<file path="src/rtl/z80_bus_pkg.sv">
package z80_bus_pkg;

	// ----------------------------------------------------------------------
	//	Bus widths
	// ----------------------------------------------------------------------
	typedef logic [15:0]	addr_t;			// Z80 address
	typedef logic [7:0]		data_t;			// One bus byte
	typedef logic [9:0]		ram_addr_t;		// 1 KiB work RAM index
	typedef logic [3:0]		rom_addr_t;		// 16-byte boot ROM index

	// ----------------------------------------------------------------------
	//	Address map
	// ----------------------------------------------------------------------
	// Compared against a[15:14] on memory cycles
	localparam logic [1:0]	ROM_BANK	= 2'b00;
	localparam logic [1:0]	RAM_BANK	= 2'b01;

	// I/O port, compared against a[7:0]
	localparam logic [7:0]	UART_PORT	= 8'h10;

	// Nothing drives the bus
	localparam logic [7:0]	OPEN_BUS	= 8'hFF;

	// ----------------------------------------------------------------------
	//	Clock division
	// ----------------------------------------------------------------------
	localparam logic [2:0]	CPU_DIV		= 3'd6;	// Clocks per CPU enable
	localparam logic [2:0]	UART_DIV	= 3'd4;	// Peripheral enables per bit

	// ----------------------------------------------------------------------
	//	UART transmitter states
	// ----------------------------------------------------------------------
	typedef enum logic [1:0] {
		IDLE,		// Line high, waiting for a write
		START,		// Start bit, line low
		DATA,		// Eight data bits, LSB first
		STOP		// Stop bit, line high
	} uart_state_t;

endpackage

</file>
<file path="src/rtl/bus_decoder.sv">
`timescale 1ns/10ps

module bus_decoder (
	input	logic					mreq_n,
	input	logic					iorq_n,
	input	z80_bus_pkg::addr_t		a,
	input	z80_bus_pkg::data_t		rom_q,
	input	logic					rom_q_en,
	input	z80_bus_pkg::data_t		ram_q,
	input	logic					ram_q_en,
	input	z80_bus_pkg::data_t		uart_q,
	input	logic					uart_q_en,
	output	logic					rom_cs_n,
	output	logic					ram_cs_n,
	output	logic					uart_cs_n,
	output	z80_bus_pkg::data_t		rdata,
	output	logic					rdata_en
);
	import z80_bus_pkg::*;

	// ----------------------------------------------------------------------
	//	Chip selects
	// ----------------------------------------------------------------------
	// Memory banks on the top two address bits
	assign rom_cs_n		= !(!mreq_n && (a[15:14] == ROM_BANK));
	assign ram_cs_n		= !(!mreq_n && (a[15:14] == RAM_BANK));

	// I/O space uses only the low byte of the address
	assign uart_cs_n	= !(!iorq_n && (a[7:0] == UART_PORT));

	// ----------------------------------------------------------------------
	//	Read data mux
	// ----------------------------------------------------------------------
	// Fixed priority, UART first
	always_comb begin
		rdata		= OPEN_BUS;			// Unmapped reads float high
		rdata_en	= 1'b1;
		if (uart_q_en) begin
			rdata = uart_q;
		end else if (rom_q_en) begin
			rdata = rom_q;
		end else if (ram_q_en) begin
			rdata = ram_q;
		end else begin
			rdata_en = 1'b0;			// Nobody answered
		end
	end

	// Selects are exclusive, so only one peripheral may answer
	always_comb begin
		a_one_responder: assert final ($onehot0({uart_q_en, rom_q_en, ram_q_en}))
			else $error("More than one peripheral drives read data");
	end

endmodule

</file>
<file path="config.mk">
export PLATFORM = sky130hd
export DESIGN_NAME = bus_decoder
export DESIGN_NICKNAME = d
export VERILOG_FILES = /design/src/rtl/z80_bus_pkg.sv /design/src/rtl/bus_decoder.sv
export SDC_FILE = /design/constraint.sdc
export NUM_CORES = 1
export LEC_CHECK = 0
export ABC_AREA = 1
export BUFFER_PORTS_ARGS = -buffer_cell sky130_fd_sc_hd__clkbuf_2
export CORE_AREA = 2 2 39 41
export DETAILED_ROUTE_END_ITERATION = 7
export DIE_AREA = 0 0 41 43
export GPL_TIMING_DRIVEN = 0
export PLACE_DENSITY_LB_ADDON = 0.05
export SLEW_MARGIN = 20
export SYNTH_ARGS = -nofsm -noshare
export SYNTH_HDL_FRONTEND = slang
export SYNTH_SLANG_ARGS = --single-unit
</file>
<file path="constraint.sdc">
create_clock -name vclk -period 1.1
set_input_delay 0.11 -clock vclk [all_inputs]
set_output_delay 0.11 -clock vclk [all_outputs]
set_load 0.01 [all_outputs]
</file>
==> key figures <==
Status
  – Status: finished clean

Die
  – Std cell rows: 14
  – Die Y: 43 µm
  – Full die area: 1760 µm²
  – Ports: 57
  – Die W: 41 µm
  – Core footprint: 1380 µm²
  – Starting Density: 25.2%

Yosys
  – Dominant cells by area after synthesis: nand2_1 39%, inv_1 25%, a21oi_1 11%
  – Seq/Total Area, Yosys: 0%
  – Most frequent cells after synthesis: 36 x nand2_1, 23 x inv_1, 8 x a21oi_1, 4 x nor2_1, 3 x buf_6
  – Synthesized cell area: 349 µm²
  – Yosys warning count: 0
  – Top-count cell post-synth: nand2_1
  – Post-Synthesis Cells: 78
  – Synth cell types: 9
  – Synth area leader: nand2_1
  – Mean post-synth cell area: 4.48 µm²
  – Synth top area share: 38.7%
  – Mapped Nets: 123

Routing
  – DR vias: 566
  – DR iter-0 viols: 1
  – DRT Wirelength: 999 µm
  – Avg WL per Cell: 6.99 µm
  – Vias per std cell: 3.96
  – DRC violations left: 0
  – First-pass iteration count of the detailed router: 4
  – Number of antenna-violating nets in the routed design: 0

Critical path
  – CP top delay family: simple AND/OR/NAND/NOR gates
  – Max incr delay on CP: 0.14 ns
  – Maximum fanout along the worst path: 8
  – Crit path DAT: 0.72 ns
  – Worst setup SP type: primary input
  – Critical path cell sequence: clkbuf_2, inv_1, nor2_8, nand2_1, nand2_1, nand2_1, clkbuf_2
  – Worst path most repeated cell: nand2_1
  – Slowest CP cell: nor2_8
  – Worst Setup End Kind: primary output
  – CP Data Required Time: 0.99 ns
  – Buf+Inv Stages, Crit Path: 3
  – Critical path type: primary input to primary output

Final layout
  – Layout cells sized above 1: 41.7%
  – Fin nets: 174
  – Diodes inserted: 0
  – Final instance area: 614 µm²
  – Register Area: 0 µm²
  – CLK BUF: 0
  – Area delta synth->final: 76.0%
  – Seq cells: 0

Timing
  – Final Slew Violations: 0
  – Fin crit share: 75.1%
  – Min Clock Period, post-route: 0.826 ns
  – FMAX: 1.21 GHz
  – Worst-Margin Slew: 0.156 ns
  – RSZ-0062 raised after global routing: no
  – Final setup TNS: 0 ns
  – Hold Vio Cnt, Final: 0
  – Worst slew margin: 89.6%
  – Setup violations, final: 0

Power and ir drop
  – Peak VDD IR: 0.116 mV
  – Power Density: 339 nW/µm²
  – Leak Pwr: 0.000467 µW

Global route
  – Initial antenna violation count: 0
  – All-layer global routing usage: 11.9%
  – Overflow after GRT: 0
  – Global-route wire length before repair: 1.60 mm
  – Number of global-route vias before repair: 469
  – Largest net degree at the start of global routing: 11

Place
  – Placed inst area: 614 µm²
  – IO Port Bufs: 49
  – RePlAce Congestion: 0.643
  – Dpl hpwl: 881 µm

Clock tree
  – CTS Hold Bufs: 0
  – Post-CTS setup buffers: 0
  – Post-cts resize count: 0

Run
  – Max-cap violations: 0

Min path
  – Hold EP: ram_cs_n
  – Hold depth: 3
  – Hold wc startpoint: a[14]
  – Hold Path Class: primary input to primary output
cell usage in the layout (no fill, tap or decap):
cell type,instances
nor2_8,1
or3_1,1
nand3b_1,1
inv_1,23
nor2_1,4
nand3_1,1
nand2_1,36
a21oi_1,8
clkbuf_2,49
buf_6,3
through the flow:
stage	cells	hold slack [ns]	util [%]	worst slack, ns	power, µW
final	143	0.498	44.4	0.274	208
after global routing	143	0.524	44.4	0.187	238
after detailed placement	143	0.503	44.4	0.269	212
after floorplan	78	0.325	-	0.384	109
after global placement	143	0.494	44.4	0.276	208
after CTS	143	0.505	44.4	0.268	213
cells by family after synthesis:
kind of cell	share of synthesized area, %
buf+inv	34.4
simple gates	54.1
compound gates	11.5
cell type report:
cell class / instances / area (µm²)
multi-input combinational: 52 / 229
timing repair buffer: 49 / 245
tap: 16 / 20.0
fill: 172 / 769
inverter: 23 / 86.3
buffer: 3 / 33.8
worst max path at each step:
stage | slack, ns | cells past startpoint | start | to
final | 0.27 | 7 | ram_q_en | rdata[1]
after global routing | 0.19 | 7 | ram_q_en | rdata[4]
after CTS | 0.27 | 7 | ram_q_en | rdata[0]
after detailed placement | 0.27 | 7 | ram_q_en | rdata[0]
after global placement | 0.28 | 7 | ram_q_en | rdata[0]
after floorplan | 0.38 | 2 | uart_q_en | rdata_en
tightest hold or removal path: cells and delay by family:
family	cells	cell delay, ns
buffers and inverters	2	0.22
AND/OR/NAND/NOR	1	0.07
routing by layer:
metal / part of all wire [%] / global-route usage, % / vias up / wire length (µm)
met5: 0 / 0 / - / 0
met4: 0 / 0 / 0 / 0
met3: 9.2 / 0.524 / 0 / 92
met2: 55 / 24.4 / 26 / 551
met1: 36 / 12.7 / 223 / 355
li1: - / - / 317 / -
report_power, final:
group	internal, µW	switching (µW)
Sequential	0	0
Clock	0	0
Combinational	108	100
Total	108	100
Note: power is estimated with default switching activity, not from simulation.
