File: src/rtl/z80_bus_pkg.sv
package z80_bus_pkg;

	// ----------------------------------------------------------------------
	//	Bus widths
	// ----------------------------------------------------------------------
	typedef logic [15:0]	addr_t;			// Z80 address
	typedef logic [7:0]		data_t;			// One bus byte
	typedef logic [9:0]		ram_addr_t;		// 1 KiB work RAM index
	typedef logic [3:0]		rom_addr_t;		// 16-byte boot ROM index

	// ----------------------------------------------------------------------
	//	Address map
	// ----------------------------------------------------------------------
	// Compared against a[15:14] on memory cycles
	localparam logic [1:0]	ROM_BANK	= 2'b00;
	localparam logic [1:0]	RAM_BANK	= 2'b01;

	// I/O port, compared against a[7:0]
	localparam logic [7:0]	UART_PORT	= 8'h10;

	// Nothing drives the bus
	localparam logic [7:0]	OPEN_BUS	= 8'hFF;

	// ----------------------------------------------------------------------
	//	Clock division
	// ----------------------------------------------------------------------
	localparam logic [2:0]	CPU_DIV		= 3'd6;	// Clocks per CPU enable
	localparam logic [2:0]	UART_DIV	= 3'd4;	// Peripheral enables per bit

	// ----------------------------------------------------------------------
	//	UART transmitter states
	// ----------------------------------------------------------------------
	typedef enum logic [1:0] {
		IDLE,		// Line high, waiting for a write
		START,		// Start bit, line low
		DATA,		// Eight data bits, LSB first
		STOP		// Stop bit, line high
	} uart_state_t;

endpackage

File: src/rtl/uart_tx_port.sv
`timescale 1ns/10ps

module uart_tx_port (
	input	logic					clk,
	input	logic					ff_reset_n,
	input	logic					enable,		// Peripheral half-rate enable
	input	logic					cs_n,
	input	logic					rd_n,
	input	logic					wr_n,
	input	z80_bus_pkg::data_t		wdata,
	input	logic	[1:0]			button,
	output	z80_bus_pkg::data_t		q,
	output	logic					q_en,
	output	logic					uart_tx
);
	import z80_bus_pkg::*;

	uart_state_t	ff_state;
	data_t			ff_shift;			// Bits still to send
	logic	[2:0]	ff_div_cnt;			// Enables within one bit
	logic	[2:0]	ff_bit_cnt;			// Data bit index
	logic			ff_tx;
	logic			ff_wr_active;		// Write strobe seen last clock
	logic	[1:0]	ff_btn_meta;
	logic	[1:0]	ff_btn_sync;
	data_t			ff_q;
	logic			ff_q_en;
	logic			w_wr_start;
	logic			w_bit_end;
	logic			w_busy;

	// ----------------------------------------------------------------------
	//	Bus side
	// ----------------------------------------------------------------------
	// Leading edge of the write, only while idle
	assign w_wr_start	= !cs_n && !wr_n && !ff_wr_active && (ff_state == IDLE);
	assign w_busy		= (ff_state != IDLE);

	always_ff @(posedge clk) begin
		if (!ff_reset_n) begin
			ff_wr_active	<= 1'b0;
			ff_q_en			<= 1'b0;
		end else begin
			ff_wr_active	<= !cs_n && !wr_n;
			ff_q_en			<= !cs_n && !rd_n;
		end
	end

	// Status byte and button synchronizer
	always_ff @(posedge clk) begin
		ff_btn_meta	<= button;
		ff_btn_sync	<= ff_btn_meta;
		ff_q		<= {w_busy, 5'd0, ff_btn_sync};		// Busy in bit 7
	end

	// ----------------------------------------------------------------------
	//	Transmitter
	// ----------------------------------------------------------------------
	assign w_bit_end = enable && (ff_div_cnt == UART_DIV - 3'd1);

	always_ff @(posedge clk) begin
		if (!ff_reset_n) begin
			ff_state	<= IDLE;
			ff_tx		<= 1'b1;				// Line idles high
			ff_div_cnt	<= 3'd0;
			ff_bit_cnt	<= 3'd0;
		end else begin
			if (ff_state == IDLE || w_bit_end) begin
				ff_div_cnt <= 3'd0;
			end else if (enable) begin
				ff_div_cnt <= ff_div_cnt + 3'd1;
			end
			case (ff_state)
				IDLE: if (w_wr_start) begin
					ff_state	<= START;
					ff_tx		<= 1'b0;			// Start bit
				end
				START: if (w_bit_end) begin
					ff_state	<= DATA;
					ff_tx		<= ff_shift[0];		// LSB first
					ff_bit_cnt	<= 3'd0;
				end
				DATA: if (w_bit_end) begin
					if (ff_bit_cnt == 3'd7) begin
						ff_state	<= STOP;
						ff_tx		<= 1'b1;		// Stop bit
					end else begin
						ff_tx		<= ff_shift[0];
						ff_bit_cnt	<= ff_bit_cnt + 3'd1;
					end
				end
				default: if (w_bit_end) begin
					ff_state	<= IDLE;
				end
			endcase
		end
	end

	// Byte loaded on accept, moved down as each bit goes out
	always_ff @(posedge clk) begin
		if (w_wr_start) begin
			ff_shift <= wdata;
		end else if (w_bit_end && (ff_state == START || ff_state == DATA)) begin
			ff_shift <= ff_shift >> 1;
		end
	end

	assign uart_tx	= ff_tx;
	assign q		= ff_q;
	assign q_en		= ff_q_en;

	// Line held at mark between frames
	a_idle_line_high: assert property (
		@(posedge clk) disable iff (!ff_reset_n) (ff_state == IDLE) |-> uart_tx
	) else $error("uart_tx low while transmitter idle");

endmodule

File: config.mk
export PLATFORM = sky130hd
export DESIGN_NAME = uart_tx_port
export DESIGN_NICKNAME = d
export VERILOG_FILES = /design/src/rtl/z80_bus_pkg.sv /design/src/rtl/uart_tx_port.sv
export SDC_FILE = /design/constraint.sdc
export NUM_CORES = 1
export LEC_CHECK = 0
export BUFFER_PORTS_ARGS = -buffer_cell sky130_fd_sc_hd__buf_2
export CAP_MARGIN = 10
export CORE_MARGIN = 4
export CORE_UTILIZATION = 51
export DETAILED_ROUTE_END_ITERATION = 8
export PLACE_DENSITY = 0.76
export SLEW_MARGIN = 40
export SYNTH_ARGS = -nofsm -noshare
export SYNTH_HDL_FRONTEND = slang
export SYNTH_SLANG_ARGS = --single-unit
File: constraint.sdc
create_clock -name clk -period 2.25 [get_ports clk]
set_clock_uncertainty 0.2 [all_clocks]
set_input_delay 0.3375 -clock clk [delete_from_list [all_inputs] [get_ports clk]]
set_output_delay 0.3375 -clock clk [all_outputs]
set_load 0.05 [all_outputs]
==> results.cfg <==
[synthesis]
synth_edf_count = 8
synth.top_cell.area_share_pct = 31.9
ys.flop_type = dfxtp_1
synthAdderAreaFrac_pct = 7.76
syn-mean-instance-area_um2 = 12.0
ys_top_cells_by_area = dfxtp_1 (32%), edfxtp_1 (21%), ha_1 (7.8%)
ys_seq_area_share_pct = 53.2
synth_top_family_by_area = simple AND/OR/NAND/NOR gates
synthCells = 94
async_flop_share_pct = 0
synth_commonest_cells = dfxtp_1 (18), edfxtp_1 (8), ha_1 (7), mux2_2 (7)
synth_xor_area_share_pct = 0
syn_area_um2 = 1130
synth_cell_type_count = 29
synth-seq-cells = 26
muxShareOfSynthArea_pct = 10.5
yosysTopAreaCell = dfxtp_1
synthMostInstantiatedCell = dfxtp_1
yosys.area_share.simple_pct = 14.0
synth_compound_area_share_pct = 7.65
yosys_warnings = 0

[timing]
period_minus_slack_ps = 2100
hold_ws_ps = 53.9
fin_crit_sh_pct = 93.4
timing.setup.tns_ps = 0
setup-violations-final = 0
final_hold_viol_count = 0
drv_slew = 0
worst_slack_ps = 147
max_freq_mhz = 476
rsz0062_at_grt = no

[floorplanning]
die-width_um = 55.0
die_area_um2 = 3030
num_rows = 16
core_um2 = 2020
start_util_pct = 55.8
die_h_um = 55.0
pin_count = 26

[clock_network]
post_cts_buffers = 0
path_clk_slew_ps = 140
h-tree-depth = 1
root_buffer = clkbuf_4
clock_sinks = 26
max-clock-path-buffers = 2
cts_resized = 0
clk_latency_ps = 320
cts-buffers-inserted = 3
cts_tree = yes

[critical_path]
cp-endpoint = ff_shift[0]$_DFFE_PP_
required_ps = 2140
worstReg2RegStart = ff_state[0]$_SDFFE_PN0P_
critical_path_class = primary input to flip-flop
r2r_slack_ps = 290
crit_arrival_ps = 1990
cp-startpoint = wr_n
worst-path-max-fanout = 9
timing.rr.end = ff_state[1]$_SDFFE_PN0P_
cp-start-kind = primary input
endpoint_kind = flip-flop
reg2reg_depth = 6

[layout]
syn2layout_area_growth_pct = 18.0
final_nets = 145
layout-drive-gt1-share_pct = 29.8
final_design_area_no_fill_um2 = 1330
finalCoreUtilization_pct = 65.8
diodes = 0

[grt]
grt_max_degree = 16
grt_overflow_total = 0
grt_antenna_before_repair = 0
grt_usage_pct = 13.5
grt_pass1_wl_um = 2850
grt_pass1_vias = 684

[drt]
wirelength_um = 1780
first_pass_iters = 4
drtIter0Drc = 6
drc = 0
vias_per_cell = 4.95
ant_nets = 0
num_vias = 733
routedWlPerCell_um = 12.0

[run]
cap_violations = 0

[power]
leakage_nw = 0.567
p_per_area_nw_per_um2 = 961
ir_drop_mv = 0.547

[hold_path]
hold_class = primary input to flip-flop
hold_depth = 2

[placed_design]
portBuffers = 20
pre_cts_ws_ps = 334
dpl_cell_area_um2 = 1220
dp_hpwl_um = 1270
gp_congestion = 0.758

[status]
outcome = finished, final reports clean
kinds of logic after synthesis:
group	count (synthesis)
other	1
AND/OR/NAND/NOR	27
flip-flops	26
multiplexers	11
adder cells (fa/ha/maj)	7
AO/OA/AOI/OAI	11
buffers and inverters	11
power by group:
group          leakage, nW  switching (mW)  internal (mW)  total, mW
sequential           0.223          0.0222          0.549      0.572
clock               0.0279           0.138          0.180      0.318
combinational        0.317           0.241          0.149      0.390
total                0.567           0.401          0.878       1.28
per-stage QoR:
step                      power, mW  instances
after detailed placement      0.962        138
after CTS                      1.28        148
after global placement        0.955        138
after floorplan               0.897         98
after global routing           1.35        148
final                          1.28        148
placed cells by master, fill, tap and decap left out, drive strengths merged:
cell         instances
a31o                 1
o21ai                1
dfxtp               18
nand2b               1
mux2i                4
inv                  4
or3                  1
a21oi                1
dlygate4sd3          6
edfxtp               8
nor2b                5
buf                 20
conb                 5
or3b                 1
a221oi               1
o211ai               2
and2b                1
o21bai               1
o31ai                1
nand2                5
clkbuf               3
nand3b               1
ha                   7
and2                 1
mux2                 7
a22oi                3
nor2                 7
nand3                2
nor3b                2
bufinv               1
area by class of cell:
type,count,area [um^2]
fill,174,691
inverter,4,15.0
sequential,26,601
tap,27,33.8
timing repair buffer,26,160
clock inverter,1,30.0
clock buffer,3,22.5
multi-input combinational,61,469
per-layer routing:
metal  vias up  wire length (um)  track usage (%)
li1        371                 -                -
met1       335               790             15.9
met2        23               849             22.4
met3         4               119             4.29
met4         0                21             6.07
met5         -                 0                0
timing repair:
action | 4_1_cts | 5_1_grt
hold buffers | 6 | 0
endpoints found under the setup margin | 0 | 0
endpoints found under the hold margin | 4 | 0
sequential cells by signal, summed over array words and instances (netlist names), 2 cells and up:
signal       count
ff_shift         8
q                3
ff_bit_cnt       3
ff_btn_meta      2
ff_state         2
ff_btn_sync      2
ff_div_cnt       3
worst max-delay path, stage by stage:
cell and delay, ps:
dlygate4sd3_1 530, buf_2 130, or3_4 410, nor2_4 220, mux2_2 360
worst min path at each step:
stage | startpoint | end | slack [ps]
3_3_place_gp | ff_btn_meta[0]$_DFF_P_ | ff_btn_sync[0]$_DFF_P_ | 110
5_1_grt | ff_reset_n | uart_tx$_SDFFE_PN1P_ | 50
2_1_floorplan | ff_btn_meta[0]$_DFF_P_ | ff_btn_sync[0]$_DFF_P_ | 110
3_5_place_dp | ff_btn_meta[0]$_DFF_P_ | ff_btn_sync[0]$_DFF_P_ | 110
4_1_cts | ff_reset_n | uart_tx$_SDFFE_PN1P_ | 50
6_report | ff_reset_n | uart_tx$_SDFFE_PN1P_ | 50
Note: power is estimated with default switching activity, not from simulation.
