File: config.mk
export PLATFORM = sky130hd
export DESIGN_NAME = clock_enable_gen
export DESIGN_NICKNAME = d
export VERILOG_FILES = /design/src/rtl/z80_bus_pkg.sv /design/src/rtl/clock_enable_gen.sv
export SDC_FILE = /design/constraint.sdc
export NUM_CORES = 1
export LEC_CHECK = 0
export BUFFER_PORTS_ARGS = -buffer_cell sky130_fd_sc_hd__buf_2
export CELL_PAD_IN_SITES_DETAIL_PLACEMENT = 2
export CELL_PAD_IN_SITES_GLOBAL_PLACEMENT = 2
export CORE_AREA = 2 2 39 41
export CTS_BUF_LIST = sky130_fd_sc_hd__clkbuf_8
export DETAILED_ROUTE_END_ITERATION = 10
export DIE_AREA = 0 0 41 43
export HOLD_SLACK_MARGIN = 0.05
export PLACE_DENSITY = 0.39
export SLEW_MARGIN = 20
export SYNTH_ARGS = -nofsm -noshare
export SYNTH_HDL_FRONTEND = slang
export SYNTH_SLANG_ARGS = --single-unit
File: constraint.sdc
create_clock -name clk -period 1 [get_ports clk]
set_input_delay 0.05 -clock clk [delete_from_list [all_inputs] [get_ports clk]]
set_output_delay 0.05 -clock clk [all_outputs]
set_load 0.1 [all_outputs]
File: src/rtl/z80_bus_pkg.sv
package z80_bus_pkg;

	// ----------------------------------------------------------------------
	//	Bus widths
	// ----------------------------------------------------------------------
	typedef logic [15:0]	addr_t;			// Z80 address
	typedef logic [7:0]		data_t;			// One bus byte
	typedef logic [9:0]		ram_addr_t;		// 1 KiB work RAM index
	typedef logic [3:0]		rom_addr_t;		// 16-byte boot ROM index

	// ----------------------------------------------------------------------
	//	Address map
	// ----------------------------------------------------------------------
	// Compared against a[15:14] on memory cycles
	localparam logic [1:0]	ROM_BANK	= 2'b00;
	localparam logic [1:0]	RAM_BANK	= 2'b01;

	// I/O port, compared against a[7:0]
	localparam logic [7:0]	UART_PORT	= 8'h10;

	// Nothing drives the bus
	localparam logic [7:0]	OPEN_BUS	= 8'hFF;

	// ----------------------------------------------------------------------
	//	Clock division
	// ----------------------------------------------------------------------
	localparam logic [2:0]	CPU_DIV		= 3'd6;	// Clocks per CPU enable
	localparam logic [2:0]	UART_DIV	= 3'd4;	// Peripheral enables per bit

	// ----------------------------------------------------------------------
	//	UART transmitter states
	// ----------------------------------------------------------------------
	typedef enum logic [1:0] {
		IDLE,		// Line high, waiting for a write
		START,		// Start bit, line low
		DATA,		// Eight data bits, LSB first
		STOP		// Stop bit, line high
	} uart_state_t;

endpackage

File: src/rtl/clock_enable_gen.sv
`timescale 1ns/10ps

module clock_enable_gen (
	input	logic	clk,
	input	logic	ff_reset_n,
	output	logic	periph_enable,		// High every 2nd clock
	output	logic	cpu_enable			// High 1 clock in CPU_DIV
);
	import z80_bus_pkg::*;

	logic			ff_toggle;
	logic	[2:0]	ff_cpu_cnt;			// Runs 0 .. CPU_DIV-1
	logic			ff_cpu_enable;

	// Half-rate toggle, doubles as the peripheral enable
	always_ff @(posedge clk) begin
		if (!ff_reset_n) begin
			ff_toggle <= 1'b0;
		end else begin
			ff_toggle <= ~ff_toggle;
		end
	end

	// CPU divider, pulse registered on the wrap so it lands on the 6th edge
	always_ff @(posedge clk) begin
		if (!ff_reset_n) begin
			ff_cpu_cnt		<= 3'd0;
			ff_cpu_enable	<= 1'b0;
		end else begin
			ff_cpu_enable <= (ff_cpu_cnt == CPU_DIV - 3'd1);
			if (ff_cpu_cnt == CPU_DIV - 3'd1) begin
				ff_cpu_cnt <= 3'd0;			// Wrap
			end else begin
				ff_cpu_cnt <= ff_cpu_cnt + 3'd1;
			end
		end
	end

	assign periph_enable	= ff_toggle;
	assign cpu_enable		= ff_cpu_enable;

	// Period is CPU_DIV, never a double-wide pulse
	a_cpu_enable_single: assert property (
		@(posedge clk) disable iff (!ff_reset_n) cpu_enable |=> !cpu_enable
	) else $error("cpu_enable high on two clocks in a row");

endmodule

==> qor.txt, run 1 <==
Initial DRC Count: 5
reg2reg setup slack: 70 ps
Final #Nets: 28
DRC errors left: 0
Core Util, Final: 21.8%
wire length per cell: 10.1 µm
largest net degree at the start of global routing: 5
port bufs: 3
RD Place Congestion: 0.650
FF+latch count, synth: 5
Clock Tree Buf Depth: 2
Die Y: 43 µm
worst path cell trace: ha_2 > nor2b_1 > o21a_1
Tot Pwr: 0.655 mW
max_slew headroom: 91.3%
Skew-Pair Late Insertion Delay: 220 ps
CTS buffer count: 3
total iterations of the first detailed-routing run: 2
Cell Area, Placed: 251 µm²
initial antenna violation count: 0
static leakage: 0.137 nW
GRT Total Usage: 7.14%
Final Setup Violations: 0
WS Path Type: reg2reg
Hold/Removal Path Class: in2reg
syn avg cell area: 11.6 µm²
post-synth design cell area: 185 µm²
H-Tree Depth: 1
Power Dens Cells: 2170 mW/mm²
Final min period: 933 ps
gr ovfl total: 0
CTS resizes: 0
Synth Warn #: 0
fin crit share: 93.3%
Tightest Pin Transition: 130 ps
antenna-violating nets left: 0
clock-pin slew on the worst setup and hold paths: 40 ps
Crit Path Max Fanout: 3
Syn Nets: 20
Post-Synthesis Cells: 16
first-pass GRT wire length: 738 µm
drt total wl: 395 µm
Rows: 14
Vias per Instance: 3.54
Vias: 138
diode count: 0
peak supply drop: 0.723 mV
Final Cell Area: 302 µm²
IO Pins: 4
Synth cell types: 9
Max Fclk: 1.07 GHz
Hold Violations, Final: 0
root buf cell: clkbuf_8
Pins Over Slew Limit: 0
CP endpoint kind: register
cts hold-fix bufs: 0
Die W: 41 µm
post-synthesis sequential area ratio: 54.1%
CP max stage cell: dfxtp_1
skew final: 0.909 ps
max_cap viols: 0
CORE AREA: 0.00138 mm²
TNS Setup: 0 ps
Slowest Stage Delay on Critical Path: 320 ps
Req. time, crit path: 1110 ps
Initial Util: 13.4%
unrepaired setup endpoints after global routing: no
die area: 0.00176 mm²
hpwl dp: 323 µm
vias in the first global route: 169
CTS tree: yes
CP Data Arrival Time: 1040 ps
outcome: complete, no violations
area grow syn2layout: 62.8%
layout cells sized above 1: 43.5%
Critical Path Source Type: register
Post-CTS Setup Repair Bufs: 0
Sink Count: 5
-- per-layer routing --
metal | track usage, % | share of wire, %
met1 | 5.50 | 34
met2 | 10.3 | 59
met3 | 6.28 | 6.6
met4 | 6.00 | 0
met5 | 0 | 0
-- worst paths after layout --
check / start / end / cells past startpoint
min: ff_reset_n / ff_cpu_cnt[2] / 2
min reg2reg: periph_enable / periph_enable / 1
max: ff_cpu_cnt[0] / ff_cpu_cnt[2] / 3
max reg2reg: ff_cpu_cnt[0] / ff_cpu_cnt[2] / 3
-- cells in the mapped netlist (all sizes together) --
library cell	instances	area, µm²
nor2	2	7.51
nor2b	2	12.5
a21bo	1	10.0
o21a	1	7.51
inv	1	3.75
ha	2	25.0
dfxtp	5	100
and3	1	6.26
nor3b	1	12.5
-- through the flow --
stage               hold slack (ps)  setup slack [ps]  cells
floorplan                       168              41.0     16
global placement                302              74.2     35
detailed placement              302              46.9     35
CTS                            76.8              33.7     39
global route                    106             0.279     39
finish                         80.3              67.2     39
-- power breakdown --
part	switching, mW	internal, mW
registers	0.0108	0.215
logic	0.0417	0.0308
clock network	0.0942	0.263
total	0.147	0.509
-- logic make-up (layout without fill, tap and decap cells) --
group                    count (synthesis)  count (layout)  share of synthesized area [%]
adder cells (fa/ha/maj)                  2               2                           13.5
buffers and inverters                    1               8                           2.03
flip-flops                               5               5                           54.1
AO/OA/AOI/OAI                            2               2                           9.46
AND/OR/NAND/NOR                          6               6                           20.9
-- cells in the final DEF, fill, tap and decap left out --
cell type,netlist,layout
dfxtp_1,5,4
clkbuf_8,0,3
inv_1,1,2
nor2b_1,2,2
nor2_1,2,2
ha_2,0,2
buf_12,0,2
nor3b_2,1,1
o21a_1,1,1
and3_1,1,1
a21bo_1,1,1
buf_2,0,1
dfxtp_2,0,1
-- registers in the layout, summed over array words and instances, names as in the netlist --
signal and flops:
ff_cpu_cnt 3, cpu_enable 1, periph_enable 1
-- critical path, delay by kind of cell (launching register included) --
family / cells / cell delay (ps)
DFF: 1 / 320
AOI/OAI and AO/OA: 1 / 170
and+or+nand+nor: 1 / 130
adders and majority gates: 1 / 200
-- cell type report --
type	instances	area (µm²)
Fill cell	155	1080
Clock inverter	1	3.75
Sequential cell	5	101
Clock buffer	3	41.3
Inverter	1	3.75
Multi-Input combinational cell	10	86.3
Tap cell	16	20.0
Timing Repair Buffer	3	45.0
(Power assumes the default switching activity.)
==> run 2, diff against run 1 <==
--- a/config.mk
+++ b/config.mk
@@ -10,6 +10,7 @@
 export CELL_PAD_IN_SITES_GLOBAL_PLACEMENT = 2
 export CORE_AREA = 2 2 39 41
 export CTS_BUF_LIST = sky130_fd_sc_hd__clkbuf_8
+export CTS_CLUSTER_DIAMETER = 40
 export DETAILED_ROUTE_END_ITERATION = 10
 export DIE_AREA = 0 0 41 43
 export HOLD_SLACK_MARGIN = 0.05
==> constraint.sdc (replaced) <==
create_clock -name clk -period 1 [get_ports clk]
set_input_delay 0.2 -clock clk [delete_from_list [all_inputs] [get_ports clk]]
set_output_delay 0.2 -clock clk [all_outputs]
set_load 0.1 [all_outputs]
==> qor.txt, run 2 (synthesis gave the netlist of run 1 again) <==
Post-Place Cells: 35
CORE AREA: 0.00138 mm²
Clock Tree Buf Depth: 2
gr ovfl total: 0
hpwl dp: 304 µm
diode count: 0
initial antenna violation count: 0
Die Y: 43 µm
Slowest Stage Delay on Critical Path: 350 ps
RD Place Congestion: 0.618
die area: 0.00176 mm²
root buf cell: clkbuf_8
Bufs and invs on worst path: 1
Initial Util: 13.4%
TNS Setup: 0 ps
Initial DRC Count: 0
Sink Count: 5
CTS tree: yes
power share of the combinational group: 10.8%
CTS buffer count: 3
Hold Violations, Final: 0
worst path cell trace: buf_12
Max Used Layer: met3
CP Data Arrival Time: 750 ps
Skew-Pair Late Insertion Delay: 220 ps
Post-CTS Setup Repair Bufs: 0
WS Path Type: reg2out
Cell Int Power: 0.509 mW
H-Tree Depth: 1
Final #Nets: 28
most frequent cells in the layout: clkbuf_8 (3), dfxtp_1 (3)
total iterations of the first detailed-routing run: 1
CP top delay family: flip-flops
non-filler cells, final: 39
Final Setup Violations: 0
antenna-violating nets left: 0
Power Dens Cells: 2170 mW/mm²
DR WL met3: 27 µm
CP max stage cell: dfxtp_2
IO Pins: 4
M1 WL: 130 µm
met2 WL: 215 µm
Core Util, Final: 21.9%
reg2reg setup slack: 90 ps
clock-pin slew on the worst setup and hold paths: 40 ps
Max Fclk: 1.06 GHz
CP endpoint kind: output pin
GRT Total Usage: 6.33%
Vias per Instance: 3.26
vias in the first global route: 159
Clock power frac: 54.9%
max_slew headroom: 92.0%
Critical Path Source Type: register
Req. time, crit path: 800 ps
unrepaired setup endpoints after global routing: no
Crit Path Max Fanout: 2
area grow syn2layout: 63.5%
Die W: 41 µm
Final min period: 947 ps
Pins Over Slew Limit: 0
Hold WS: 231 ps
outcome: complete, no violations
Vias: 127
Hold/Removal Path Class: in2reg
layout cells sized above 1: 47.8%
largest net degree at the start of global routing: 5
static leakage: 0.137 nW
NetSw: 0.150 mW
Switching Fraction: 22.8%
DRC errors left: 0
Tightest Pin Transition: 120 ps
first-pass GRT wire length: 648 µm
skew final: 2.40 ps
register with the most flip-flops: ff_cpu_cnt
drt total wl: 374 µm
max_cap viols: 0
Reg power frac: 34.4%
fin crit share: 94.7%
Rows: 14
max FFs per register: 3
port bufs: 3
peak supply drop: 0.592 mV
wire length per cell: 9.59 µm
[run 2: cell counts in the layout (fill, tap and decap cells not counted)]
No cell type changed its count.
[run 2: path summary, 6_finish.rpt]
| path | start | end | cells after the start |
|---|---|---|---|
| worst max register to register | ff_cpu_cnt[0] | ff_cpu_cnt[2] | 3 |
| worst min-delay path | ff_reset_n | ff_cpu_cnt[2] | 2 |
| worst min register to register | periph_enable | periph_enable | 1 |
| worst max-delay path | periph_enable | periph_enable | 1 |
[run 2: timing repair]
| item | in CTS | in global routing |
|---|---|---|
| resized for setup | 0 | 2 |
| endpoints found under the setup margin | 0 | 1 |
| hold buffers | 0 | 0 |
[run 2: power by group through the flow]
stage / combinational (mW) / sequential (mW) / clock (mW)
2_1_floorplan: 0.0245 / 0.249 / 0
5_1_grt: 0.0771 / 0.229 / 0.398
4_1_cts: 0.0706 / 0.226 / 0.381
3_5_place_dp: 0.0700 / 0.229 / 0
3_3_place_gp: 0.0686 / 0.228 / 0
6_report: 0.0709 / 0.226 / 0.361
[run 2: stage by stage]
step                      area (µm²)  worst slack (ps)  power, mW
after floorplan                  188               105      0.273
after global placement           253              72.3      0.296
after detailed placement         253              61.5      0.299
after CTS                        298              42.1      0.678
after global routing             303              17.8      0.703
final                            303              53.0      0.658
[run 2: layout make-up]
class	count	area (µm²)
Timing Repair Buffer	3	45.0
Sequential cell	5	103
Multi-Input combinational cell	10	86.3
Clock buffer	3	41.3
Clock inverter	1	3.75
Inverter	1	3.75
Tap cell	16	20.0
Fill cell	162	1080
[run 2: metal layers]
metal  track usage [%]  up-vias
li1                  -       65
met1              4.84       59
met2              9.38        3
met3              6.28        0
met4              4.00        0
met5                 0        -
